**src/common/scope_pkg.sv**
```systemverilog
// Scope capture package holding the register map and the shared bus widths
package scope_pkg;

    // APB address and memory byte address width
    localparam int ADDR_WIDTH = 32;

    // Width of every configuration and status register
    localparam int REG_WIDTH = 32;

    // Sample counter within a frame, also the width of the trigger position
    localparam int FRAME_COUNT_WIDTH = 16;

    // Number of samples in one frame
    localparam logic [ADDR_WIDTH-1:0] REG_FRAME_LEN = 32'h00;

    // Bit 0 enables the DMA writer
    localparam logic [ADDR_WIDTH-1:0] REG_ENABLE = 32'h04;

    // Byte address of the first memory word of a frame
    localparam logic [ADDR_WIDTH-1:0] REG_BASE_ADDR = 32'h08;

    // Trigger line index; a write here also arms the hub
    localparam logic [ADDR_WIDTH-1:0] REG_TRIGGER_SEL = 32'h0C;

    // Writing bit 0 as 1 releases the capture inhibit
    localparam logic [ADDR_WIDTH-1:0] REG_CAPTURE_ACK = 32'h10;

    // Sample index inside the frame where the trigger fires
    localparam logic [ADDR_WIDTH-1:0] REG_TRIGGER_POS = 32'h14;

    // Read only status with count, inhibit and armed flags
    localparam logic [ADDR_WIDTH-1:0] REG_STATUS = 32'h18;

endpackage

```
**src/rtl/trigger_hub.sv**
```systemverilog
// Trigger hub FSM that fires one selected line and inhibits capture until acknowledged
`timescale 1ns/1ps

module trigger_hub #(
    parameter int N_TRIGGERS = 8
) (
    input  logic                                   clock,
    input  logic                                   rst,
    input  logic                                   arm,
    input  logic [scope_pkg::REG_WIDTH-1:0]         trigger_sel,
    input  logic [scope_pkg::FRAME_COUNT_WIDTH-1:0] trigger_pos,
    input  logic [scope_pkg::FRAME_COUNT_WIDTH-1:0] sample_count,
    input  logic                                   frame_done,
    input  logic                                   capture_ack,
    output logic [N_TRIGGERS-1:0]                  trigger_out,
    output logic                                   capture_inhibit,
    output logic                                   armed
);
    import scope_pkg::*;

    typedef enum logic [1:0] {
        ST_IDLE,
        ST_ARMED,
        ST_FIRED,
        ST_INHIBITED
    } state_t;

    state_t               state;
    logic [REG_WIDTH-1:0] sel_idx;
    logic                 hit;

    // Out of range selections wrap onto the available lines
    assign sel_idx = trigger_sel % REG_WIDTH'(N_TRIGGERS);
    assign hit     = (sample_count == trigger_pos);

    assign armed           = (state == ST_ARMED);
    assign capture_inhibit = (state == ST_INHIBITED);

    always_ff @(posedge clock) begin
        if (rst) begin
            state       <= ST_IDLE;
            trigger_out <= '0;
        end else begin
            trigger_out <= '0;
            case (state)
                ST_IDLE: if (arm) state <= ST_ARMED;
                ST_ARMED: begin
                    if (hit) begin
                        trigger_out[sel_idx] <= 1'b1;
                        // When the trigger sample closes the frame, skip straight ahead
                        state <= frame_done ? ST_INHIBITED : ST_FIRED;
                    end
                end
                // Wait for the frame holding the trigger to finish
                ST_FIRED: if (frame_done) state <= ST_INHIBITED;
                ST_INHIBITED: if (capture_ack) state <= ST_IDLE;
                default: state <= ST_IDLE;
            endcase
        end
    end

endmodule

```
**config.mk**
```make
export PLATFORM = sky130hd
export DESIGN_NAME = trigger_hub
export DESIGN_NICKNAME = d
export VERILOG_FILES = /design/src/common/scope_pkg.sv /design/src/rtl/trigger_hub.sv
export SDC_FILE = /design/constraint.sdc
export NUM_CORES = 1
export LEC_CHECK = 0
export ABC_AREA = 1
export BUFFER_PORTS_ARGS = -buffer_cell sky130_fd_sc_hd__buf_4
export CORE_MARGIN = 2
export CORE_UTILIZATION = 25
export CTS_BUF_LIST = sky130_fd_sc_hd__clkbuf_8
export CTS_CLUSTER_DIAMETER = 80
export DETAILED_ROUTE_END_ITERATION = 8
export GPL_ROUTABILITY_DRIVEN = 0
export MAX_ROUTING_LAYER = met4
export PLACE_DENSITY_LB_ADDON = 0.08
export SYNTH_ARGS = -nofsm -noshare
export SYNTH_HDL_FRONTEND = slang
export SYNTH_SLANG_ARGS = --single-unit
```
**constraint.sdc**
```tcl
create_clock -name clock -period 1.2 [get_ports clock]
set_input_delay 0.12 -clock clock [delete_from_list [all_inputs] [get_ports clock]]
set_output_delay 0.12 -clock clock [all_outputs]
set_load 0.005 [all_outputs]
```
==> impl_results.md <==
* Peak VDD IR at 1.129 mV
* Tcrit/Tclk final at 0.9886
* Post-Place Cell Area at 1172 sq um
* Largest area contributor in the netlist: dfxtp_1
* FF/Latch Area at 202.7 sq um
* Status: complete, no violations
* Hold depth at 4
* Share of cells above drive strength 1 at 0.3850
* Final Cell Area at 1294 sq um
* LEAKAGE at 0.7919 nW
* RSZ-0062 raised after global routing: true
* Post-synth top area share at 0.2721
* Hold Startpoint: rst
* Skew final at 1.286 ps
* Cell Area, Synth at 735.7 sq um
* DRC at 0
* Critical path endpoint category: flop
* TritonCTS clock tree: built
* Max Slew Vio Count at 0
* Crit path kind: flop to flop
* Antenna-violating nets left at 0
* Synthesized Nets at 214
* Gr usage total at 0.1291
* Core Util, Final at 0.4651
* DRT iter0 DRCs at 41
* Clk pin slew, worst setup/hold paths at 50 ps
* IO Port Bufs at 49
* Initial Utilization at 0.2645
* Hold Crit Class: primary input to flop
* R2R setup slack at 10 ps
* Max_cap viols at 0
* Worst Setup SP: state[1]$_SDFFE_PP0P_
* Critical path launch point type: flop
* Core Region at 2781 sq um
* Reg2reg start: state[1]$_SDFFE_PP0P_
* Ys Warns at 0
* Fin nets at 274
* PD cells at 1154 nW/um^2
* WP data required at 1330 ps
* Register area share after synthesis at 0.2721
* Clk buf depth at 2
* DR pass1 iterations at 3
* Drt wl/cell at 7.892 microns
* Dominant cell by count in the synthesized netlist: nand2_1
* Largest net degree at the start of global routing at 7
* Die Wd at 58.25 microns
* CTS Sinks at 10
* Clock Latency Late Sink at 230 ps
* Top_reg_cell synth: dfxtp_1
* Least-Margin Pin Slew at 199.8 ps
* Vias in the first global route at 859
* Die area at 3392 sq um
* Footprint of the multi-input gates at 452.9 sq um
* Minimum clock period at 1186 ps
* CP max-delay cell: dfxtp_2
* N_diodes at 0
* Mapped Cells at 141
* Crit path DAT at 1310 ps
* Clock root buffer: clkbuf_8
* Slew margin rel. at 0.8662
* Total grt overflow at 0
* Worst R2R End: state[0]$_SDFFE_PP0P_
* I/O Pins at 79
* Initial antenna violation count at 0
* F_max at 842.9 MHz
* EDFF count, synth at 0
* Fill cell count at 300
* Reg2reg path depth at 8
* Largest fanout on the critical path at 4
* Setup_tns at 0 ps
* Yosys cell types at 9
* Total number of vias at 937
* Critical-path cell list: buf_6 > ha_4 > inv_2 > o22ai_2 > a21oi_2 > nand2_2 > nor2_2 > nor2_1
* Hold worst-path end: state[1]$_SDFFE_PP0P_
* Avg Cell Area, Syn at 5.218 sq um
* Clock buffer count from CTS at 3
* #FFs+latches synth at 10
* Synth top cells by count: nand2_1, nor2_1, inv_1, dfxtp_1, ha_1
* Endpoints failing setup at 0
* Fin. Hold Viols at 0
* Row cnt at 19
* Area Growth Syn to Fin at 75.85%
* H-tree depth at 1
* Synth area leaders: dfxtp_1, nand2_1, nor2_1
* Crit-path max cell delay at 320 ps
* DP Wirelength at 1534 microns
* First-pass GRT wire length at 3298 microns
* Final WL at 1823 microns
* Die Span Y at 58.25 microns
* Number of vias per cell at 4.056
* Ys async rst share at 0
## per-layer routing
| layer | part of all wire | global-route usage | wire length [microns] | vias up |
|---|---|---|---|---|
| met4 | 0.015 | 0.04983 | 28 | 0 |
| met5 | 0 | - | 0 | - |
| li1 | - | - | - | 516 |
| met3 | 0.061 | 0.03348 | 112 | 4 |
| met1 | 0.40 | 0.1403 | 728 | 391 |
| met2 | 0.52 | 0.2240 | 954 | 26 |
## power breakdown
group          switching (W)  leakage (nW)  total, W  internal (W)
combinational       0.000320         0.682  0.000693      0.000374
sequential         0.0000174        0.0816  0.000383      0.000366
clock               0.000129        0.0288  0.000417      0.000288
total               0.000466         0.792   0.00149       0.00103
## worst max-delay path by stage
stage	endpoint	slack [ps]	depth (start not counted)
floorplan	state[0]$_SDFFE_PP0P_	4	8
global placement	state[0]$_SDFFE_PP0P_	-30	8
detailed placement	state[0]$_SDFFE_PP0P_	-40	8
CTS	state[0]$_SDFFE_PP0P_	10	7
global route	state[1]$_SDFFE_PP0P_	-70	9
finish	state[0]$_SDFFE_PP0P_	10	8
## stage by stage
| stage | setup WS (ps) | power [W] | hold slack (ps) | cells |
|---|---|---|---|---|
| 2_1_floorplan | 4.488 | 0.0006576 | 263.8 | 141 |
| 4_1_cts | 10.89 | 0.001462 | 134.9 | 231 |
| 3_5_place_dp | -41.20 | 0.0009160 | 391.4 | 225 |
| 3_3_place_gp | -33.57 | 0.0009038 | 385.5 | 225 |
| 6_report | 13.63 | 0.001493 | 133.2 | 231 |
| 5_1_grt | -70.46 | 0.001627 | 144.5 | 231 |
## kinds of logic after synthesis
logic type | after synthesis | share of synthesized area
and+or+nand+nor | 90 | 0.4609
buffers and inverters | 34 | 0.1735
DFF | 10 | 0.2721
adders and majority gates | 4 | 0.06803
AOI/OAI and AO/OA | 3 | 0.02551
## critical path, delay by kind of cell (launching register included)
family                     cells  cell delay, ps
AOI/OAI and AO/OA              2             200
and+or+nand+nor                3             260
DFF                            1             320
adders and majority gates      1             150
buffers and inverters          2             160
## layout make-up
class,instances,share of cell area
Inverter,34,0.09865
Tap cell,31,0.02998
Sequential cell,10,0.1567
Timing Repair Buffer,55,0.3221
Clock buffer,4,0.04255
Multi-Input combinational cell,97,0.3501
## registers in the layout, indices dropped and copies added (netlist names)
register,cells
state,2
trigger_out,8
## cell usage in the layout (no fill, tap or decap)
cell | netlist | final
dfxtp_1 | 10 | 8
inv_1 | 34 | 30
nand2_2 | 0 | 3
nor2_2 | 0 | 3
ha_2 | 0 | 3
buf_4 | 0 | 54
o22ai_2 | 0 | 1
inv_2 | 0 | 4
ha_4 | 0 | 1
nor2_1 | 37 | 34
dfxtp_2 | 0 | 2
nand3_1 | 1 | 1
nand2_1 | 52 | 49
buf_6 | 0 | 1
a21oi_2 | 0 | 1
clkbuf_8 | 0 | 4
o211ai_1 | 1 | 1
## timing repair
item	4_1_cts	5_1_grt
gates resized for setup	13	7
setup endpoints to repair	2	11
buffers inserted	2	0
pin swaps	4	4
hold buffers	0	0
(Power assumes the default switching activity.)
