### src/common/scope_pkg.sv
// Scope capture package holding the register map and the shared bus widths
package scope_pkg;

    // APB address and memory byte address width
    localparam int ADDR_WIDTH = 32;

    // Width of every configuration and status register
    localparam int REG_WIDTH = 32;

    // Sample counter within a frame, also the width of the trigger position
    localparam int FRAME_COUNT_WIDTH = 16;

    // Number of samples in one frame
    localparam logic [ADDR_WIDTH-1:0] REG_FRAME_LEN = 32'h00;

    // Bit 0 enables the DMA writer
    localparam logic [ADDR_WIDTH-1:0] REG_ENABLE = 32'h04;

    // Byte address of the first memory word of a frame
    localparam logic [ADDR_WIDTH-1:0] REG_BASE_ADDR = 32'h08;

    // Trigger line index; a write here also arms the hub
    localparam logic [ADDR_WIDTH-1:0] REG_TRIGGER_SEL = 32'h0C;

    // Writing bit 0 as 1 releases the capture inhibit
    localparam logic [ADDR_WIDTH-1:0] REG_CAPTURE_ACK = 32'h10;

    // Sample index inside the frame where the trigger fires
    localparam logic [ADDR_WIDTH-1:0] REG_TRIGGER_POS = 32'h14;

    // Read only status with count, inhibit and armed flags
    localparam logic [ADDR_WIDTH-1:0] REG_STATUS = 32'h18;

endpackage

### src/rtl/scope_regs.sv
// APB register slave for the scope configuration, strobes and status readback
`timescale 1ns/1ps

module scope_regs (
    input  logic                                   clock,
    input  logic                                   rst,
    input  logic [scope_pkg::ADDR_WIDTH-1:0]        paddr,
    input  logic                                   psel,
    input  logic                                   penable,
    input  logic                                   pwrite,
    input  logic [scope_pkg::REG_WIDTH-1:0]         pwdata,
    input  logic [scope_pkg::FRAME_COUNT_WIDTH-1:0] sample_count,
    input  logic                                   inhibit,
    input  logic                                   armed,
    output logic [scope_pkg::REG_WIDTH-1:0]         prdata,
    output logic                                   pready,
    output logic                                   pslverr,
    output logic [scope_pkg::FRAME_COUNT_WIDTH-1:0] frame_len,
    output logic                                   enable,
    output logic [scope_pkg::ADDR_WIDTH-1:0]        base_addr,
    output logic [scope_pkg::REG_WIDTH-1:0]         trigger_sel,
    output logic [scope_pkg::FRAME_COUNT_WIDTH-1:0] trigger_pos,
    output logic                                   arm,
    output logic                                   capture_ack
);
    import scope_pkg::*;

    logic                 access;
    logic                 wr_en;
    logic                 mapped;
    logic [REG_WIDTH-1:0] rd_data;

    // Access phase of an APB transfer, never stretched since pready stays high
    assign access = psel && penable;
    assign wr_en  = access && pwrite;
    assign pready = 1'b1;

    // Address decode and read multiplexer
    always_comb begin
        mapped  = 1'b1;
        rd_data = '0;
        case (paddr)
            REG_FRAME_LEN:   rd_data = {{(REG_WIDTH-FRAME_COUNT_WIDTH){1'b0}}, frame_len};
            REG_ENABLE:      rd_data = {{(REG_WIDTH-1){1'b0}}, enable};
            REG_BASE_ADDR:   rd_data = base_addr;
            REG_TRIGGER_SEL: rd_data = trigger_sel;
            REG_CAPTURE_ACK: rd_data = '0;
            REG_TRIGGER_POS: rd_data = {{(REG_WIDTH-FRAME_COUNT_WIDTH){1'b0}}, trigger_pos};
            // Status packs the flags right above the sample count
            REG_STATUS: begin
                rd_data = {{(REG_WIDTH-FRAME_COUNT_WIDTH-2){1'b0}}, armed, inhibit,
                           sample_count};
            end
            default:         mapped = 1'b0;
        endcase
    end

    // Read data is only driven during a read, an unmapped access flags an error
    assign prdata  = (psel && !pwrite) ? rd_data : '0;
    assign pslverr = access && !mapped;

    // Configuration registers load on the access phase edge
    always_ff @(posedge clock) begin
        if (rst) begin
            frame_len   <= '0;
            enable      <= 1'b0;
            base_addr   <= '0;
            trigger_sel <= '0;
            trigger_pos <= '0;
            arm         <= 1'b0;
            capture_ack <= 1'b0;
        end else begin
            // Strobes last exactly one cycle
            arm         <= wr_en && (paddr == REG_TRIGGER_SEL);
            capture_ack <= wr_en && (paddr == REG_CAPTURE_ACK) && pwdata[0];
            if (wr_en) begin
                case (paddr)
                    REG_FRAME_LEN:   frame_len   <= pwdata[FRAME_COUNT_WIDTH-1:0];
                    REG_ENABLE:      enable      <= pwdata[0];
                    REG_BASE_ADDR:   base_addr   <= pwdata;
                    REG_TRIGGER_SEL: trigger_sel <= pwdata;
                    REG_TRIGGER_POS: trigger_pos <= pwdata[FRAME_COUNT_WIDTH-1:0];
                    default: ;
                endcase
            end
        end
    end

endmodule

### config.mk
export PLATFORM = sky130hd
export DESIGN_NAME = scope_regs
export DESIGN_NICKNAME = d
export VERILOG_FILES = /design/src/common/scope_pkg.sv /design/src/rtl/scope_regs.sv
export SDC_FILE = /design/constraint.sdc
export NUM_CORES = 1
export LEC_CHECK = 0
export ABC_AREA = 1
export BUFFER_PORTS_ARGS = -buffer_cell sky130_fd_sc_hd__clkbuf_2
export CORE_MARGIN = 3
export CORE_UTILIZATION = 52
export CTS_CLUSTER_SIZE = 28
export DETAILED_ROUTE_END_ITERATION = 16
export HOLD_SLACK_MARGIN = 0.06
export PLACE_DENSITY = 0.93
export SLEW_MARGIN = 0
export SYNTH_ARGS = -nofsm -noshare
export SYNTH_HDL_FRONTEND = slang
export SYNTH_SLANG_ARGS = --single-unit
### constraint.sdc
create_clock -name clock -period 2.7 [get_ports clock]
set_input_delay 0.54 -clock clock [delete_from_list [all_inputs] [get_ports clock]]
set_output_delay 0.54 -clock clock [all_outputs]
set_load 0.05 [all_outputs]
==> results.md <==
* Clock buffer depth at 2
* Detailed-route via count at 5737
* Post-synthesis cell type count at 22
* Remaining DRCs at 0
* DR vias/cell at 5.118
* Cell family with most CP delay: simple AND/OR/NAND/NOR gates
* Detailed Route Iter0 Violations at 437
* Cell Rows at 35
* DRT Pass-1 Iters at 4
* Max frequency at 386.8 MHz
* Die area at 10920 um2
* Largest net degree at the start of global routing at 82
* CTS tree: built
* Final Cycle Share at 95.75%
* Die Ht at 104.5 um
* Final Critical Period at 2.585 ns
* Gate Count Post-Synth at 779
* DR WL/cell at 14.69 um
* Max cap viols at 0
* Mapped Area at 5047 um2
* Slowest stage delay, CP at 0.21 ns
* Worst path arrival time at 2.05 ns
* Most frequent cell on the critical path: nor2_1
* CTS root buf: clkbuf_8
* Routability cong. at 0.8981
* WL final at 16.47 mm
* Setup violations, final at 0
* Clk sink count at 99
* Clock Latency Late Sink at 0.34 ns
* Post-CTS Hold Buffers at 0
* First-pass GRT wire length at 25.76 mm
* Layout cells sized above 1 at 30.85%
* Setup TNS at 0 ns
* Most common cell after layout, fill and taps aside: nor2_1
* Area grow syn2layout at 34.70%
* Worst EP required at 2.16 ns
* Number of nets in the layout at 1075
* Vias in the first global route at 5295
* Peak VDD IR at 0.3628 mV
* Relative slew slack at 55.30%
* Worst-Margin Slew at 0.6689 ns
* Total I/O pin count at 220
* Die Wd at 104.5 um
* Syn_area_per_cell at 6.479 um2
* Startpoint Class: input port
* Detail Route Antenna Nets at 0
* Clock transition at path regs at 0.09 ns
* Leak at 3.074 nW
* Status: complete, no violations
* YS warnings at 0
* Core area at 9328 um2
* Total power at 2.577 mW
* Critical-path maximum fanout at 7
* Hold Violations, Final at 0
* DP HPWL at 11.38 mm
* Post-Syn Nets at 866
* Commonest non-fill, non-tap cells in the layout: nor2_1, nand2_1, clkbuf_2, dfxtp_1, o21ai_0
* Initial Utilization at 54.11%
* Initial antenna violation count at 0
* Critical Path Sink Type: primary output
* Worst-path cell chain: clkbuf_2 -> nor2_1 -> nand3_1 -> nor2_4 -> nand2_1 -> nor2_4 -> nor2_1 -> nand3_2 -> nand2_4 -> buf_4 -> nor2_1 -> buf_6
* Overflow after GRT at 0
* N_diodes at 0
* Clk_skew at 0 ns
* Register area share after synthesis at 39.27%
* Max Slew Vio Count at 0
* Worst path bufs/invs at 3
* CTS buffer count at 9
* Synthesized flop and latch total at 99
* Gr usage total at 28.55%
* Critical path class: input port to primary output
* Hold Crit Class: input port to register
* RSZ-0062 raised after global routing: yes
* Cell area power density at 379.1 nW/um2
* Critical-path top delay cell: nor2_4
* # port buffers at 218
* H-tree depth at 3
==> cell usage after synthesis <==
cell	count	area, um2
buf_2	13	65.06
nor2_1	223	837.1
conb_1	1	3.750
o21ai_0	69	345.3
nand2_2	2	12.51
nand2_4	3	33.78
nand3_1	48	240.2
clkbuf_1	17	63.81
o21ai_1	10	50.05
buf_4	8	60.06
nand2_1	190	713.2
buf_12	2	40.04
inv_1	38	142.6
nor2_2	4	25.02
nand4_1	1	6.260
buf_6	1	11.26
dfxtp_1	99	1982
nand3_2	1	10.01
a21oi_1	20	100.1
clkinv_2	1	5.000
nor2_4	26	292.8
inv_2	2	7.510
==> sequential cells by signal, summed over array words and instances, names as in the netlist <==
name,count
base_addr,32
trigger_sel,32
frame_len,16
trigger_pos,16
arm,1
capture_ack,1
enable,1
==> what timing repair did <==
action                     CTS  global route
setup buffers                0             1
resized for setup            0           104
setup endpoints to repair    0            29
==> metrics by stage <==
stage               hold WS [ns]  utilization [%]  cells  setup WS [ns]  instance area (um2)
global placement          0.4643            68.76   1104        0.07721                 6414
global route              0.4458            72.89   1121       -0.01469                 6799
CTS                       0.4426            70.80   1119        0.02579                 6604
floorplan                 0.6431                -    779       0.007084                 5076
detailed placement        0.4735            68.76   1104        0.02959                 6414
finish                    0.4497            72.89   1121         0.1149                 6799
==> kinds of logic (layout without fill, tap and decap cells) <==
kind of cell	count (synthesis)	count (layout)	synth area share, %
other	1	1	0.07430
flip-flops	99	99	39.27
AO/OA/AOI/OAI	99	99	9.817
AND/OR/NAND/NOR	498	498	43.01
buffers and inverters	82	295	7.833
==> cell type report <==
type / count / area (um2)
well taps: 129 / 161.4
fillers: 773 / 2529
inverters: 41 / 155.1
clock buffers: 10 / 127.6
clock inverters: 5 / 62.56
repair buffers: 239 / 1597
flip-flops and latches: 99 / 1982
multi-input cells: 598 / 2714
==> path summary, 6_finish.rpt <==
path	start	to	slack [ns]	depth (start not counted)
setup reg to reg	frame_len[13]$_SDFFE_PP0P_	frame_len[13]$_SDFFE_PP0P_	1.99	2
hold reg to reg	frame_len[0]$_SDFFE_PP0P_	frame_len[0]$_SDFFE_PP0P_	0.49	2
setup / recovery	paddr[9]	prdata[3]	0.11	12
hold / removal	pwdata[18]	trigger_sel[18]$_SDFFE_PP0P_	0.45	3
==> worst register-to-register path: cells and delay by family, from the launching register on <==
family / cells / cell delay, ns
AO/OA/AOI/OAI: 1 / 0.17
AND/OR/NAND/NOR: 1 / 0.08
flip-flops: 1 / 0.39
==> report_power, final <==
part	switching, mW	internal, mW	leakage, nW	total, mW
sequential	0.000000000105	1.46	0.797	1.46
combinational	0.106	0.0724	2.19	0.179
clock	0.511	0.429	0.0890	0.940
total	0.617	1.96	3.07	2.58
==> metal layers <==
metal / up-vias / routed length (um) / track usage, %
met2: 292 / 7935 / 48.80
met5: - / 0 / 0
met3: 36 / 1551 / 7.076
met1: 2572 / 6658 / 35.01
li1: 2837 / - / -
met4: 0 / 324 / 9.497
No activity file was read; power rests on OpenSTA's default activity.
