===== src/common/scope_pkg.sv =====
// Scope capture package holding the register map and the shared bus widths
package scope_pkg;

    // APB address and memory byte address width
    localparam int ADDR_WIDTH = 32;

    // Width of every configuration and status register
    localparam int REG_WIDTH = 32;

    // Sample counter within a frame, also the width of the trigger position
    localparam int FRAME_COUNT_WIDTH = 16;

    // Number of samples in one frame
    localparam logic [ADDR_WIDTH-1:0] REG_FRAME_LEN = 32'h00;

    // Bit 0 enables the DMA writer
    localparam logic [ADDR_WIDTH-1:0] REG_ENABLE = 32'h04;

    // Byte address of the first memory word of a frame
    localparam logic [ADDR_WIDTH-1:0] REG_BASE_ADDR = 32'h08;

    // Trigger line index; a write here also arms the hub
    localparam logic [ADDR_WIDTH-1:0] REG_TRIGGER_SEL = 32'h0C;

    // Writing bit 0 as 1 releases the capture inhibit
    localparam logic [ADDR_WIDTH-1:0] REG_CAPTURE_ACK = 32'h10;

    // Sample index inside the frame where the trigger fires
    localparam logic [ADDR_WIDTH-1:0] REG_TRIGGER_POS = 32'h14;

    // Read only status with count, inhibit and armed flags
    localparam logic [ADDR_WIDTH-1:0] REG_STATUS = 32'h18;

endpackage


===== src/dma/dma_writer.sv =====
// DMA writer turning the framed stream into registered word writes at rising addresses
`timescale 1ns/1ps

module dma_writer #(
    parameter int DATA_WIDTH = 32,
    parameter int DEST_WIDTH = 2
) (
    input  logic                            clock,
    input  logic                            rst,
    input  logic                            enable,
    input  logic [scope_pkg::ADDR_WIDTH-1:0] base_addr,
    input  logic                            in_valid,
    input  logic [DATA_WIDTH-1:0]           in_data,
    input  logic [DEST_WIDTH-1:0]           in_dest,
    input  logic                            in_last,
    output logic                            in_ready,
    output logic                            mem_valid,
    output logic [scope_pkg::ADDR_WIDTH-1:0] mem_addr,
    output logic [DATA_WIDTH-1:0]           mem_data,
    output logic [DEST_WIDTH-1:0]           mem_dest,
    input  logic                            mem_ready,
    output logic                            dma_done,
    output logic                            frame_done
);
    import scope_pkg::*;

    logic [ADDR_WIDTH-1:0] offset;
    logic                  mem_last;
    logic                  accept;

    // The write register refills when empty or when the memory takes its word
    assign in_ready   = enable && (!mem_valid || mem_ready);
    assign accept     = in_valid && in_ready;
    assign frame_done = accept && in_last;

    always_ff @(posedge clock) begin
        if (rst) begin
            mem_valid <= 1'b0;
            mem_last  <= 1'b0;
            offset    <= '0;
            dma_done  <= 1'b0;
        end else begin
            // Done follows the acceptance of the closing word by one cycle
            dma_done <= mem_valid && mem_ready && mem_last;
            if (accept) begin
                mem_valid <= 1'b1;
                mem_last  <= in_last;
                // Word offset restarts at the beginning of every frame
                offset    <= in_last ? '0 : offset + 1'b1;
            end else if (mem_ready) begin
                mem_valid <= 1'b0;
            end
        end
    end

    // Payload with its byte address, four bytes per word
    always_ff @(posedge clock) begin
        if (accept) begin
            mem_addr <= base_addr + {offset[ADDR_WIDTH-3:0], 2'b00};
            mem_data <= in_data;
            mem_dest <= in_dest;
        end
    end

endmodule


===== config.mk =====
export PLATFORM = sky130hd
export DESIGN_NAME = dma_writer
export DESIGN_NICKNAME = d
export VERILOG_FILES = /design/src/common/scope_pkg.sv /design/src/dma/dma_writer.sv
export SDC_FILE = /design/constraint.sdc
export NUM_CORES = 1
export LEC_CHECK = 0
export BUFFER_PORTS_ARGS = -buffer_cell sky130_fd_sc_hd__buf_2
export CELL_PAD_IN_SITES_DETAIL_PLACEMENT = 0
export CELL_PAD_IN_SITES_GLOBAL_PLACEMENT = 2
export CORE_AREA = 2 2 128 130
export CTS_BUF_LIST = sky130_fd_sc_hd__clkbuf_16
export DETAILED_ROUTE_END_ITERATION = 8
export DIE_AREA = 0 0 130 132
export PLACE_DENSITY = 0.8
export SYNTH_ARGS = -nofsm -noshare
export SYNTH_HDL_FRONTEND = slang
export SYNTH_SLANG_ARGS = --single-unit

===== constraint.sdc =====
create_clock -name clock -period 5.1 [get_ports clock]
set_input_delay 0 -clock clock [delete_from_list [all_inputs] [get_ports clock]]
set_output_delay 0 -clock clock [all_outputs]
set_load 0.1 [all_outputs]

==> impl_metrics.env <==
export IMPL_synthesis_area_um2=5140
export IMPL_top_level_ports=142
export IMPL_final_cell_mix="buf_2, edfxtp_1, nor2_1"
export IMPL_port_buffers=141
export IMPL_worstReg2RegStart="offset[9]$_SDFFE_PP0P_"
export IMPL_powerDensity_nw_per_um2=282
export IMPL_hpwl_um=9380
export IMPL_first_pass_iters=6
export IMPL_cts_max_level=3
export IMPL_hp_class="in -> reg"
export IMPL_hold_viol=0
export IMPL_clock_skew_ns=0.0100
export IMPL_status="finished clean"
export IMPL_switching_power_uw=557
export IMPL_worstRegToRegCells=7
export IMPL_pwr_share_comb_pct=17.5
export IMPL_synth_edff_count=66
export IMPL_total_power_uw=1900
export IMPL_r2r_end="mem_addr[19]$_DFFE_PP_"
export IMPL_fp_row_count=46
export IMPL_p_clk_share_pct=35.6
export IMPL_synth_distinct_cells=52
export IMPL_worstHoldStart="base_addr[31]"
export IMPL_worst_ep_arrival_time_ns=2.69
export IMPL_route_detailed_drc=0
export IMPL_die_y_um=132
export IMPL_syn_area_per_cell_um2=10.6
export IMPL_synth_top_flop_cell="edfxtp_1"
export IMPL_clock_sinks=99
export IMPL_drt_iter0_markers=161
export IMPL_mostFrequentLayoutCell="buf_2"
export IMPL_seqPwrFrac_pct=46.8
export IMPL_cap_violations=0
export IMPL_ir_drop_mv=0.183
export IMPL_totalWireLength_um=12800
export IMPL_rrSetupSlack_ns=2.49
export IMPL_slew_headroom_pct=37.8
export IMPL_final_setup_viol_count=0
export IMPL_cts_tree="built"
export IMPL_grt_pass1_vias=4054
export IMPL_slew_violations=0
export IMPL_antenna_cells=0
export IMPL_min_path_cells=3
export IMPL_start_util_pct=32.7
export IMPL_place_gp_congestion=0.839
export IMPL_p_leak_uw=0.00282
export IMPL_grt_pass1_wl_um=20000
export IMPL_tns_ns=0
export IMPL_hold_end="mem_addr[31]$_DFFE_PP_"
export IMPL_required_ns=5.18
export IMPL_clock_latency_ns=0.35
export IMPL_via_per_inst=4.81
export IMPL_synth_net_count=587
export IMPL_critPathCaptureType="register"
export IMPL_antenna_found_initial=0
export IMPL_postCtsSetupRepairBufs=0
export IMPL_cp_start_kind="register"
export IMPL_clockBufferDepth=2
export IMPL_postRouteAntennaNets=0
export IMPL_max_freq_mhz=383
export IMPL_layout_drive_gt1_share_pct=24.8
export IMPL_tightest_slew_ns=0.932
export IMPL_die_area_um2=17200
export IMPL_clk_pin_slew_worst_paths_ns=0.07
export IMPL_synthArstFlopShare_pct=0
export IMPL_rsz0062_at_grt="false"
export IMPL_path_max_fanout=7
export IMPL_fillers=1496
export IMPL_area_growth_pct=31.5
export IMPL_cts_root_buffer="clkbuf_16"
export IMPL_die_w_um=130
export IMPL_yosys_register_bits=99
export IMPL_hold_ws_ns=0.0333
export IMPL_min_period_ns=2.61
export IMPL_period_share_pct=51.2
export IMPL_seq_area_um2=2640
export IMPL_multiInputGateArea_um2=2380
export IMPL_postCtsResizedCells=0
export IMPL_overflow=0
export IMPL_final_nets=763
export IMPL_coreArea_um2=15700
export IMPL_yosysSeqAreaShare_pct=51.4
export IMPL_grt_use_total_pct=14.7
export IMPL_grt_start_max_net_pins=71
export IMPL_switching_share_pct=29.2
export IMPL_wire_per_inst_um=14.5
export IMPL_yosysWarnings=0
export IMPL_critPathKind="reg -> reg"
export IMPL_cts_buffers=9
export IMPL_synthCells=484
export IMPL_internal_power_uw=1350
export IMPL_vias=4240
how the worst max path moves through the flow:
stage | slack [ns] | cells past startpoint | from | endpoint
after floorplan | 0.59 | 6 | mem_valid$_SDFFE_PP0P_ | offset[6]$_SDFFE_PP0P_
after global placement | 2.53 | 7 | offset[9]$_SDFFE_PP0P_ | mem_addr[31]$_DFFE_PP_
after detailed placement | 2.46 | 7 | offset[9]$_SDFFE_PP0P_ | mem_addr[27]$_DFFE_PP_
after CTS | 2.45 | 7 | offset[9]$_SDFFE_PP0P_ | mem_addr[27]$_DFFE_PP_
after global routing | 2.29 | 7 | offset[9]$_SDFFE_PP0P_ | mem_addr[27]$_DFFE_PP_
final | 2.49 | 7 | offset[9]$_SDFFE_PP0P_ | mem_addr[19]$_DFFE_PP_
kinds of logic after synthesis:
| logic type | count (synthesis) | synth area share, % |
|---|---|---|
| XOR/XNOR | 49 | 8.35 |
| AO/OA/AOI/OAI | 97 | 12.3 |
| AND/OR/NAND/NOR | 171 | 16.9 |
| adder cells (fa/ha/maj) | 31 | 7.69 |
| multiplexers | 4 | 0.828 |
| buffers and inverters | 33 | 2.51 |
| flip-flops | 99 | 51.4 |
cells in the mapped netlist (4+ instances only):
cell type / count / area, um^2
a21o_1: 12 / 90.1
a21oi_1: 30 / 150
a31oi_1: 4 / 25.0
and2_1: 5 / 31.3
and3_1: 8 / 50.1
and4_1: 7 / 61.3
clkbuf_1: 16 / 60.1
dfxtp_1: 33 / 661
edfxtp_1: 66 / 1980
ha_1: 30 / 375
inv_1: 15 / 56.3
nand2_1: 37 / 139
nand2b_1: 5 / 31.3
nand3_1: 19 / 95.1
nand4_1: 15 / 93.8
nor2_1: 46 / 173
nor2b_1: 4 / 25.0
nor3_1: 8 / 40.0
o211ai_1: 5 / 37.5
o21a_1: 6 / 45.0
o21ai_0: 16 / 80.1
or3_1: 6 / 37.5
xnor2_1: 24 / 210
xor2_1: 25 / 219
final cells by class:
class / instances / area share (%)
flip-flops and latches: 99 / 39.1
well taps: 216 / 4.00
clock buffers: 9 / 3.33
inverters: 15 / 0.833
repair buffers: 183 / 16.6
multi-input cells: 352 / 35.1
clock inverters: 7 / 0.999
per-layer routing:
metal / vias up / share of wire [%] / wire (um) / GRT usage (%)
met4: 0 / 2.0 / 257 / 5.56
met2: 128 / 46 / 5830 / 23.8
met3: 17 / 5.0 / 636 / 2.19
met1: 1956 / 47 / 6070 / 19.9
met5: - / 0 / 0 / 0
li1: 2139 / - / - / -
power by group through the flow:
stage	Combinational [uW]	Sequential, uW	Clock (uW)
4_1_cts	336	892	701
3_5_place_dp	311	910	0
3_3_place_gp	309	910	0
5_1_grt	353	894	733
2_1_floorplan	73.7	1080	0
6_report	334	892	679
critical path, stage by stage, from the launching register on:
cell	delay, ns
dfxtp_1	0.49
ha_1	0.35
a21oi_1	0.31
nand2_1	0.12
a221o_1	0.31
nor3_2	0.41
o21ai_0	0.19
xor2_1	0.17
per-stage QoR:
step | utilization [%] | area (um^2) | std cells | setup slack (ns)
after floorplan | - | 5140 | 484 | 0.587
after global placement | 38.6 | 6060 | 824 | 2.53
after detailed placement | 38.6 | 6060 | 824 | 2.46
after CTS | 43.0 | 6760 | 881 | 2.45
after global routing | 43.0 | 6760 | 881 | 2.29
final | 43.0 | 6760 | 881 | 2.49
repair_timing:
action,4_1_cts,5_1_grt
hold endpoints to repair,40,0
hold buffers,41,0
endpoints found under the setup margin,0,0
flip-flops by register name, summed over array words and instances (netlist names):
signal     count
dma_done       1
mem_addr      32
mem_data      32
mem_dest       2
mem_last       1
mem_valid      1
offset        30
Power figures use the tool's default switching activity.
