**src/common/scope_pkg.sv**
```systemverilog
// Scope capture package holding the register map and the shared bus widths
package scope_pkg;

    // APB address and memory byte address width
    localparam int ADDR_WIDTH = 32;

    // Width of every configuration and status register
    localparam int REG_WIDTH = 32;

    // Sample counter within a frame, also the width of the trigger position
    localparam int FRAME_COUNT_WIDTH = 16;

    // Number of samples in one frame
    localparam logic [ADDR_WIDTH-1:0] REG_FRAME_LEN = 32'h00;

    // Bit 0 enables the DMA writer
    localparam logic [ADDR_WIDTH-1:0] REG_ENABLE = 32'h04;

    // Byte address of the first memory word of a frame
    localparam logic [ADDR_WIDTH-1:0] REG_BASE_ADDR = 32'h08;

    // Trigger line index; a write here also arms the hub
    localparam logic [ADDR_WIDTH-1:0] REG_TRIGGER_SEL = 32'h0C;

    // Writing bit 0 as 1 releases the capture inhibit
    localparam logic [ADDR_WIDTH-1:0] REG_CAPTURE_ACK = 32'h10;

    // Sample index inside the frame where the trigger fires
    localparam logic [ADDR_WIDTH-1:0] REG_TRIGGER_POS = 32'h14;

    // Read only status with count, inhibit and armed flags
    localparam logic [ADDR_WIDTH-1:0] REG_STATUS = 32'h18;

endpackage

```
**src/rtl/frame_marker.sv**
```systemverilog
// Frame marker that counts accepted samples and flags the last one of each frame
`timescale 1ns/1ps

module frame_marker #(
    parameter int DATA_WIDTH = 32,
    parameter int DEST_WIDTH = 2
) (
    input  logic                                   clock,
    input  logic                                   rst,
    input  logic [scope_pkg::FRAME_COUNT_WIDTH-1:0] frame_len,
    input  logic                                   in_valid,
    input  logic [DATA_WIDTH-1:0]                  in_data,
    input  logic [DEST_WIDTH-1:0]                  in_dest,
    output logic                                   in_ready,
    output logic                                   out_valid,
    output logic [DATA_WIDTH-1:0]                  out_data,
    output logic [DEST_WIDTH-1:0]                  out_dest,
    output logic                                   out_last,
    input  logic                                   out_ready,
    output logic [scope_pkg::FRAME_COUNT_WIDTH-1:0] sample_count
);
    import scope_pkg::*;

    logic [FRAME_COUNT_WIDTH-1:0] count;
    logic [FRAME_COUNT_WIDTH-1:0] last_idx;

    // Pure pass-through of the handshake and payload
    assign out_valid = in_valid;
    assign out_data  = in_data;
    assign out_dest  = in_dest;
    assign in_ready  = out_ready;

    // A zero frame length behaves like a frame of one sample
    assign last_idx = (frame_len == '0) ? '0 : frame_len - 1'b1;
    assign out_last = (count == last_idx);

    assign sample_count = count;

    always_ff @(posedge clock) begin
        if (rst) begin
            count <= '0;
        end else if (in_valid && out_ready) begin
            count <= out_last ? '0 : count + 1'b1;
        end
    end

endmodule

```
**config.mk**
```make
export PLATFORM = sky130hd
export DESIGN_NAME = frame_marker
export DESIGN_NICKNAME = d
export VERILOG_FILES = /design/src/common/scope_pkg.sv /design/src/rtl/frame_marker.sv
export SDC_FILE = /design/constraint.sdc
export NUM_CORES = 1
export LEC_CHECK = 0
export BUFFER_PORTS_ARGS = -buffer_cell sky130_fd_sc_hd__buf_2
export CAP_MARGIN = 20
export CORE_MARGIN = 2
export CORE_UTILIZATION = 30
export CTS_BUF_LIST = sky130_fd_sc_hd__clkbuf_8
export DETAILED_ROUTE_END_ITERATION = 10
export RECOVER_POWER = 100
export SYNTH_ARGS = -nofsm -noshare
export SYNTH_HDL_FRONTEND = slang
export SYNTH_SLANG_ARGS = --single-unit
```
**constraint.sdc**
```tcl
create_clock -name clock -period 3.25 [get_ports clock]
set_input_delay 0.4875 -clock clock [delete_from_list [all_inputs] [get_ports clock]]
set_output_delay 0.4875 -clock clock [all_outputs]
set_load 0.005 [all_outputs]
```
==> results of run 1 <==
==> synthesized netlist by cell type (2+ instances only) <==
master | count | area, um2
nor4_4 | 2 | 42.5
nor3b_1 | 2 | 15.0
xnor2_1 | 12 | 105
nand4_1 | 13 | 81.3
xor2_1 | 14 | 123
nor2b_1 | 3 | 18.8
o21ai_0 | 7 | 35.0
dfxtp_1 | 16 | 320
nand3_1 | 10 | 50.1
nor3_1 | 3 | 15.0
o31ai_1 | 4 | 30.0
nand3b_1 | 3 | 22.5
buf_4 | 37 | 278
a211oi_1 | 15 | 113
buf_2 | 2 | 10.0
nor2_1 | 19 | 71.3
mux2i_1 | 3 | 30.0
clkbuf_1 | 7 | 26.3
a31oi_1 | 3 | 18.8
ha_1 | 2 | 25.0
nand2_1 | 11 | 41.3
inv_1 | 5 | 18.8
nand2b_1 | 2 | 12.5
xnor3_1 | 2 | 45.0
or4_1 | 2 | 15.0
nand4b_1 | 2 | 17.5
nor4_1 | 7 | 43.8
a21oi_1 | 9 | 45.0
or3_1 | 3 | 18.8
==> kinds of logic (layout without fill, tap and decap cells) <==
group,Yosys count,in the layout,share of synthesized area
simple gates,93,93,0.292
xor+xnor,28,28,0.142
buf+inv,53,81,0.181
flops,16,16,0.167
compound gates,50,50,0.190
mux,3,3,0.0156
fa+ha+maj,2,2,0.0130
==> worst paths after layout <==
| path | to | slack (ps) | cells past startpoint |
|---|---|---|---|
| setup / recovery | out_last | 40 | 11 |
| hold / removal | sample_count[15] | 610 | 2 |
| setup reg to reg | sample_count[1] | 900 | 8 |
| hold reg to reg | sample_count[15] | 610 | 2 |
==> critical path, cell delays in order <==
cell and delay, ps:
buf_4 130, inv_2 70, ha_4 130, or3b_4 400
buf_4 170, nor3_4 140, a21oi_1 60, o32a_1 350
or3_1 330, nor4_2 290, buf_2 160
==> stage by stage <==
step | setup TNS, ps | cells | hold slack (ps)
2_1_floorplan | 0 | 245 | 579
3_3_place_gp | -155 | 343 | 598
3_5_place_dp | -149 | 343 | 614
4_1_cts | 0 | 349 | 622
5_1_grt | -73.0 | 350 | 675
6_report | 0 | 350 | 613
==> layer usage <==
layer | routed length (um) | GRT usage | vias up
met3 | 399 | 0.0267 | 6
met5 | 0 | 0 | -
met2 | 2540 | 0.253 | 69
met4 | 61 | 0.0557 | 0
li1 | - | - | 925
met1 | 2240 | 0.195 | 889
==> placed cells by master (no fill, tap or decap), types with 2 or more instances in the layout <==
cell type / n
nand4_1: 13
o21ai_0: 5
nand2_1: 11
nand2b_1: 2
xor2_1: 13
o31ai_1: 3
clkbuf_8: 4
xnor2_1: 11
inv_1: 4
buf_2: 29
mux2i_1: 3
a211oi_1: 15
or3_1: 3
nor2_1: 18
nand4b_1: 2
or4_4: 2
nand3b_1: 3
clkbuf_1: 7
nor2b_1: 3
nor4_1: 5
a21oi_1: 9
a31oi_1: 3
nand3_1: 10
dfxtp_1: 16
xnor3_1: 2
nor3_1: 3
buf_4: 34
nor4_2: 4
==> power by group through the flow <==
| stage | Clock, mW | Sequential, mW | Combinational (mW) |
|---|---|---|---|
| after global placement | 0 | 0.209 | 0.121 |
| after detailed placement | 0 | 0.209 | 0.122 |
| after CTS | 0.182 | 0.205 | 0.127 |
| after floorplan | 0 | 0.207 | 0.103 |
| final | 0.176 | 0.204 | 0.131 |
| after global routing | 0.188 | 0.205 | 0.145 |
==> area by class of cell <==
| class | count | area share |
|---|---|---|
| timing repair buffer | 72 | 0.199 |
| inverter | 5 | 0.00831 |
| clock buffer | 4 | 0.0244 |
| sequential | 16 | 0.142 |
| multi-input combinational | 176 | 0.583 |
| tap | 77 | 0.0427 |
==> timing repair <==
item / 4_1_cts / 5_1_grt
pin swaps: 6 / 2
setup endpoints to repair: 1 / 1
gates resized for setup: 9 / 10
setup buffers: 2 / 1
==> summary.md, run 1 <==
| Metric | Value |
|---|---|
| Total grt overflow | `0` |
| WL/cell | `around 15 um` |
| Final Critical Period | `between 3000 and 4000 ps` |
| Final hold vios | `0` |
| Gate power share | `0.257` |
| Post-route ant nets | `0` |
| Crit path kind | `input port to output port` |
| Post-placement setup slack | `-149 ps` |
| Global-route usage over all layers | `0.152` |
| Placer's final routability congestion estimate | `0.900` |
| Worst setup SP type | `input port` |
| Max reg flops | `16` |
| Synth Cell Area | `1920 um2` |
| Synth cell types | `between 50 and 60` |
| CTS Buf Count | `3` |
| Asr flop ratio synth | `0` |
| Share of cells above drive strength 1 | `0.330` |
| Syn Area/Cell | `between 7 and 8 um2` |
| Period utilization | `0.988` |
| Worst Max-Slew Pin Slew | `a little over 500 ps` |
| Pwr/cell area | `226 nW/um2` |
| Total die area | `7060 um2` |
| Area growth syn-to-layout | `17.6%` |
| Post-Route WL | `roughly 5200 um` |
| Initial antenna violation count | `0` |
| IO Pins | `between 100 and 150` |
| Clock slew at reported path FFs | `roughly 60 ps` |
| Vias per cell | `5.40` |
| Clock network fraction of design power | `0.343` |
| DP HPWL | `4010 um` |
| IO Port Bufs | `38` |
| Status | `finished, final reports clean` |
| Max Cap Viol | `0` |
| Via count | `between 1500 and 2000` |
| Total area of sequential cells | `about 320 um2` |
| First-pass iteration count of the detailed router | `4` |
| Ys flop type | `dfxtp_1` |
| Core Region | `roughly 6300 um2` |
| Multi-input gate area | `1320 um2` |
| Pleak | `slightly below 0.9 nW` |
| Root buffer cell | `clkbuf_8` |
| CTS tree | `done` |
| Final Skew | `just under 1 ps` |
| Sequential-to-total area share from yosys stat | `0.167` |
| Post-synth EDFFs | `0` |
| NetSw | `0.141 mW` |
| Finished Core Util | `0.360` |
| Switching part of the total power | `0.275` |
| Site row count | `29` |
| Htree depth | `1` |
| Maximum clock path buffer count | `2` |
| Synth Net Count | `about 300` |
| Filler instances | `between 600 and 700` |
| Worst skew pair latency | `between 200 and 300 ps` |
| Global-route wire length before repair | `between 8000 and 9000 um` |
| RR Startpoint | `sample_count[8]` |
| Yosys warning total | `0` |
| CTS sink count | `16` |
| Chip Width | `between 80 and 90 um` |
| Final setup violation count | `0` |
| Diode count | `0` |
| Die Ht | `roughly 84 um` |
| Vias in the first global route | `about 1900` |
| Final net count | `330` |
| Crit-path max FO | `4` |
| Final max-slew violation count | `0` |
| Post-CTS Hold Fix Bufs | `0` |
| Final instance area | `about 2300 um2` |
| Sequential share of power | `0.400` |
| Initial Utilization | `0.306` |
| Hold/Removal Path Class | `flip-flop to flip-flop` |
| Max Fclk | `311 MHz` |
| Post-synthesis cell count | `between 200 and 250` |
| Slew HR | `0.655` |
| Final Total Pwr | `approximately 0.51 mW` |
| DRC | `0` |
| Critical path endpoint category | `output port` |
| Req. time, crit path | `around 2800 ps` |
| Hold Path Origin | `sample_count[15]` |
| Setup ws final | `roughly 39 ps` |
| Peak VDD IR | `between 0.15 and 0.2 mV` |
| Crit path DAT | `between 2000 and 3000 ps` |
| RSZ-0062 raised after global routing | `true` |
| Placed inst area | `approximately 2100 um2` |
| Largest net degree at the start of global routing | `19` |
| First DRT Iteration DRCs | `~170` |
| P_int | `approximately 0.37 mW` |
| CP startpoint | `frame_len[0]` |
| #FFs+latches synth | `16` |
Power figures use the tool's default switching activity.
==> run 2: changes to the inputs <==
--- a/config.mk
+++ b/config.mk
@@ -11,7 +11,6 @@
 export CORE_UTILIZATION = 30
 export CTS_BUF_LIST = sky130_fd_sc_hd__clkbuf_8
 export DETAILED_ROUTE_END_ITERATION = 10
-export RECOVER_POWER = 100
 export SYNTH_ARGS = -nofsm -noshare
 export SYNTH_HDL_FRONTEND = slang
 export SYNTH_SLANG_ARGS = --single-unit
==> run 2 against run 1 <==
Effect of this change:
- combinational power about the same
- total power increased by 0.61%
- global-route usage unchanged
- core utilization increased by 0.40 points
- maximum frequency about the same
- sequential power about the same
- critical path type unchanged
- first-iteration DRC count decreased by 9.7%
- register-to-register slack improved by 170 ps
==> summary.md, run 2 (synthesized netlist as in run 1, its figures left out) <==
| Metric | Value |
|---|---|
| Final instance area | `around 2300 um2` |
| Vias per cell | `around 5.4` |
| Hold Path Sink | `sample_count[15]` |
| Placed inst area | `around 2100 um2` |
| Peak VDD IR | `0.174 mV` |
| Reg2Reg Setup Slack | `1070 ps` |
| RR Endpoint | `sample_count[1]` |
| Initial antenna violation count | `0` |
| Placer's final routability congestion estimate | `about 0.90` |
| WL/cell | `between 15 and 20 um` |
| Register-to-Register Path Depth | `8` |
| Global-route wire length before repair | `just under 9000 um` |
| Htree depth | `1` |
| Global-route usage over all layers | `0.152` |
| Multi-input gate area | `1330 um2` |
| Pwr/cell area | `about 230 nW/um2` |
| Diode count | `0` |
| Via count | `about 1900` |
| Largest net degree at the start of global routing | `19` |
| Commonest non-fill, non-tap cells in the layout | `buf_2, buf_4, nor2_1` |
| Die Ht | `about 84 um` |
| Cells after DPL | `~340` |
| Total die area | `~7100 um2` |
| Post-CTS Hold Fix Bufs | `0` |
| Commonest non-fill, non-tap cell in the layout | `buf_2` |
| First DRT Iteration DRCs | `~150` |
| Maximum clock path buffer count | `2` |
| Initial Utilization | `0.306` |
| CTS sink count | `16` |
| Status | `finished, final reports clean` |
| Hold Path Origin | `sample_count[15]` |
| DRC | `0` |
| Clock slew at reported path FFs | `60 ps` |
| Vias in the first global route | `about 1900` |
| Final Total Pwr | `0.514 mW` |
| Worst skew pair latency | `250 ps` |
| Worst setup SP type | `input port` |
| Share of cells above drive strength 1 | `0.363` |
| Core Region | `between 6000 and 7000 um2` |
| Final net count | `330` |
| Pleak | `about 0.9 nW` |
| Post-Route WL | `about 5300 um` |
| Period utilization | `0.988` |
| CTS tree | `done` |
| Worst Max-Slew Pin Slew | `435 ps` |
| Max Cap Viol | `0` |
| Setup_tns | `0 ps` |
| Total grt overflow | `0` |
| Hold/Removal Path Class | `flip-flop to flip-flop` |
| Finished Core Util | `0.364` |
| Hold_ws | `611 ps` |
| Setup ws final | `between 30 and 40 ps` |
| Filler instances | `670` |
| Total area of sequential cells | `~320 um2` |
| Max reg flops | `16` |
| Final setup violation count | `0` |
| First-pass iteration count of the detailed router | `4` |
| Final Skew | `approximately 1.2 ps` |
| Final max-slew violation count | `0` |
| Crit path kind | `input port to output port` |
| Post-placement setup slack | `-149 ps` |
| Crit-path max FO | `4` |
| Max Fclk | `approximately 310 MHz` |
| RSZ-0062 raised after global routing | `true` |
| IO Pins | `about 110` |
| RR Startpoint | `sample_count[8]` |
| IO Port Bufs | `38` |
| Final Critical Period | `~3200 ps` |
| Site row count | `29` |
| CTS Buf Count | `3` |
| Req. time, crit path | `between 2000 and 3000 ps` |
| Final Non-Filler Cells | `350` |
| DP HPWL | `around 4000 um` |
| Crit path DAT | `2720 ps` |
| Root buffer cell | `clkbuf_8` |
| Critical path endpoint category | `output port` |
| Chip Width | `~84 um` |
| Post-route ant nets | `0` |
| Area growth syn-to-layout | `18.9%` |
| Slew HR | `0.708` |
| Final hold vios | `0` |
| Hold depth | `2` |
[run 2: critical path: stages]
cell,delay [ps]
buf_4,130
inv_2,70
ha_4,130
or3b_4,400
buf_4,170
nor3_4,140
a21oi_1,60
o32a_1,350
or3_1,330
nor4_2,290
buf_2,160
[run 2: per-layer routing]
layer / vias up / track usage / share of wire
li1: 924 / - / -
met1: 889 / 0.195 / 0.43
met2: 67 / 0.253 / 0.49
met3: 6 / 0.0267 / 0.074
met4: 0 / 0.0557 / 0.012
met5: - / 0 / 0
[run 2: worst max-delay path by stage]
stage / startpoint / end / slack (ps) / cells after the start
final: frame_len[0] / out_last / 40 / 11
after floorplan: frame_len[6] / out_last / 120 / 8
after global placement: frame_len[1] / out_last / -160 / 11
after global routing: frame_len[6] / out_last / -70 / 10
after CTS: frame_len[0] / out_last / 8 / 11
after detailed placement: frame_len[0] / out_last / -150 / 11
[run 2: where the power goes]
part	switching, mW	total (mW)	leakage (nW)	internal, mW
combinational	0.0684	0.133	0.743	0.0651
sequential	0.00606	0.205	0.129	0.199
clock	0.0688	0.176	0.0288	0.107
[run 2: layout make-up]
cell class | count | share of cell area
sequential | 16 | 0.140
inverter | 5 | 0.00822
timing repair buffer | 72 | 0.202
multi-input combinational | 176 | 0.584
tap | 77 | 0.0422
clock buffer | 4 | 0.0241
[run 2: timing repair]
item / 4_1_cts / 5_1_grt
setup buffers: 2 / 1
pin swaps: 6 / 2
resized for setup: 9 / 10
setup endpoints to repair: 1 / 1
==> run 3: changes to the inputs <==
--- a/config.mk
+++ b/config.mk
@@ -5,12 +5,15 @@
 export SDC_FILE = /design/constraint.sdc
 export NUM_CORES = 1
 export LEC_CHECK = 0
+export ABC_AREA = 1
 export BUFFER_PORTS_ARGS = -buffer_cell sky130_fd_sc_hd__buf_2
 export CAP_MARGIN = 20
 export CORE_MARGIN = 2
 export CORE_UTILIZATION = 30
 export CTS_BUF_LIST = sky130_fd_sc_hd__clkbuf_8
 export DETAILED_ROUTE_END_ITERATION = 10
+export PLACE_DENSITY = 0.59
+export SLEW_MARGIN = 20
 export SYNTH_ARGS = -nofsm -noshare
 export SYNTH_HDL_FRONTEND = slang
 export SYNTH_SLANG_ARGS = --single-unit
==> run 3 against run 2 <==
Effect of this change:
- cell count increased by 17%
- register-to-register slack improved by 110 ps
- die area rose by 2.2%
- critical endpoint unchanged
- sequential share of layout area is 1.9 points higher
- synthesized area rose by 2.3%
- clock skew barely moved
- critical path type unchanged
==> summary.md, run 3 <==
| Metric | Value |
|---|---|
| Global-route wire length before repair | `between 7000 and 8000 um` |
| RSZ-0062 raised after global routing | `false` |
| Global-route usage over all layers | `0.132` |
| Pleak | `around 1.0 nW` |
| Sequential-to-total area share from yosys stat | `0.163` |
| Worst Max-Slew Pin Slew | `about 440 ps` |
| Req. time, crit path | `between 2000 and 3000 ps` |
| Synth Cell Area | `about 2000 um2` |
| Crit-path most repeated cell | `nand3_1` |
| WL/cell | `11.7 um` |
| CTS sink count | `16` |
| Slowest stage delay, CP | `between 200 and 300 ps` |
| RR Endpoint | `sample_count[15]` |
| Post-CTS Hold Fix Bufs | `0` |
| Sequential share of power | `0.421` |
| Syn Area/Cell | `roughly 6 um2` |
| Initial Utilization | `0.309` |
| Slew HR | `0.703` |
| Diode count | `0` |
| DP HPWL | `approximately 4000 um` |
| First DRT Iteration DRCs | `85` |
| Vias per cell | `about 4.7` |
| CTS Buf Count | `3` |
| DRC | `0` |
| Register-to-Register Path Depth | `8` |
| Cells after DPL | `407` |
| Worst-path cell chain | `buf_2 > inv_1 > ha_1 > nand2_2 > nor2_1 > nand3_1 > nand3_1 > nand2_1 > nand2_1 > nor3b_1 > nand3_1 > nor2_1 > buf_2` |
| IO Port Bufs | `38` |
| Crit. path cell count | `13` |
| Via count | `1915` |
| Period utilization | `0.902` |
| Commonest non-fill, non-tap cell in the layout | `nand2_1` |
| Worst skew pair latency | `roughly 240 ps` |
| Worst setup SP type | `input port` |
| Gate power share | `0.217` |
| Area leader, netlist | `nand2_1` |
| Final net count | `about 400` |
| Reg2Reg Setup Slack | `~1200 ps` |
| Hold_ws | `around 530 ps` |
| Clock slew at reported path FFs | `around 60 ps` |
| Asr flop ratio synth | `0` |
| Final Critical Period | `2930 ps` |
| Peak VDD IR | `0.154 mV` |
| Final Total Pwr | `around 0.47 mW` |
| Max Cap Viol | `0` |
| First-pass iteration count of the detailed router | `4` |
| Clock network fraction of design power | `0.362` |
| Hold/Removal Path Class | `flip-flop to flip-flop` |
| NetSw | `approximately 0.13 mW` |
| CP startpoint | `frame_len[0]` |
| Final Skew | `1.52 ps` |
| Crit path DAT | `2440 ps` |
| Crit-path max FO | `5` |
| Site row count | `29` |
| P_int | `approximately 0.34 mW` |
| IO Pins | `107` |
| #FFs+latches synth | `16` |
| Switching part of the total power | `0.280` |
| Pwr/cell area | `between 200 and 250 nW/um2` |
| Max reg flops | `16` |
| Max Fclk | `roughly 340 MHz` |
| Total die area | `7210 um2` |
| Most frequent cell after synthesis | `nand2_1` |
| RR Startpoint | `sample_count[0]` |
| Crit path kind | `input port to output port` |
| Die Ht | `84.9 um` |
| Final hold vios | `0` |
| Synth cell types | `30` |
| Final Non-Filler Cells | `between 400 and 500` |
| Critical path's slowest cell | `ha_1` |
| Htree depth | `1` |
| Final max-slew violation count | `0` |
| Critical path endpoint category | `output port` |
| Commonest non-fill, non-tap cells in the layout | `nand2_1, inv_1, buf_2` |
| Core Region | `6350 um2` |
| Area contributors post-synth | `nand2_1, dfxtp_1, buf_4` |
| Commonest cells in the netlist | `nand2_1, inv_1, buf_4` |
| Maximum clock path buffer count | `2` |
| Chip Width | `around 85 um` |
| Worst setup path end | `out_last` |
| Area growth syn-to-layout | `2.29%` |
| Post-route ant nets | `0` |
| Post-synth EDFFs | `0` |
| Initial antenna violation count | `0` |
| Synth Net Count | `388` |
| CTS tree | `done` |
| Post-synth top area share | `0.176` |
| Cell family with most CP delay | `simple AND/OR/NAND/NOR gates` |
| Placer's final routability congestion estimate | `~0.9` |
| Vias in the first global route | `between 1500 and 2000` |
| Status | `finished, final reports clean` |
| Largest net degree at the start of global routing | `33` |
| Ys flop type | `dfxtp_1` |
| Finished Core Util | `0.316` |
| Yosys warning total | `0` |
| Post-Route WL | `~4800 um` |
| Final setup violation count | `0` |
| Hold depth | `2` |
| Share of cells above drive strength 1 | `0.210` |
| Total grt overflow | `0` |
| Root buffer cell | `clkbuf_8` |
| Setup_tns | `0 ps` |
| Buffers plus inverters on the worst setup path | `3` |
| Post-synthesis cell count | `332` |
-- run 3: cell types whose count changed after synthesis, sizes merged, moves of 5 or more --
cell | previous run | this run
a211oi | 15 | 0
clkbuf | 7 | 1
inv | 5 | 42
nand2 | 11 | 97
nand3 | 10 | 35
nor2 | 19 | 49
nor4 | 10 | 2
xnor2 | 12 | 1
xor2 | 14 | 9
-- run 3: worst reg2reg max path, cell delays in order, from the launching register on --
cell     delay [ps]
dfxtp_1         420
inv_1           100
nor3_1          390
nand2_1         130
nor4_2          350
nand3_1         190
nor2_1          150
xor2_1          190
nor2_2           50
-- run 3: area by class of cell --
| type | count | area (um2) |
|---|---|---|
| Clock buffer | 4 | 55.1 |
| Sequential cell | 16 | 320 |
| Fill cell | 726 | 4340 |
| Timing Repair Buffer | 38 | 190 |
| Multi-Input combinational cell | 234 | 1190 |
| Inverter | 42 | 158 |
| Tap cell | 77 | 96.3 |
-- run 3: worst min-delay path by stage --
stage                         start              end  slack [ps]
floorplan           sample_count[1]  sample_count[1]         500
global placement    sample_count[1]  sample_count[1]         530
detailed placement  sample_count[1]  sample_count[1]         530
CTS                             rst  sample_count[1]         530
global route                    rst  sample_count[1]         550
finish              sample_count[1]  sample_count[1]         530
-- run 3: power groups by stage --
stage	sequential (mW)	combinational (mW)	clock, mW
detailed placement	0.205	0.103	0
global route	0.200	0.118	0.189
global placement	0.205	0.101	0
CTS	0.200	0.103	0.181
finish	0.200	0.103	0.172
floorplan	0.204	0.102	0
-- run 3: what timing repair did --
item,4_1_cts,5_1_grt
setup endpoints to repair,0,1
gates resized for setup,0,1
buffers inserted,0,0
-- run 3: cell families after synthesis --
logic type,count (synthesis),synth area share
buffers and inverters,82,0.234
xor gates and xnor gates,10,0.0446
adders and majority gates,2,0.0127
and+or+nand+nor,210,0.513
AOI/OAI and AO/OA,12,0.0325
DFF,16,0.163
-- run 3: stage by stage --
stage / area (um2) / setup slack (ps)
floorplan: 1960 / 894
global placement: 1950 / 266
detailed placement: 1950 / 214
CTS: 2000 / 196
global route: 2010 / 80.1
finish: 2010 / 319
-- run 3: routing by layer --
metal  global-route usage  share of wire  vias up  wire [um]
li1                     -              -     1017          -
met1                0.190           0.49      841       2360
met2                0.203           0.43       55       2080
met3               0.0165          0.068        2        325
met4               0.0433         0.0067        0         32
met5                    0              0        -          0
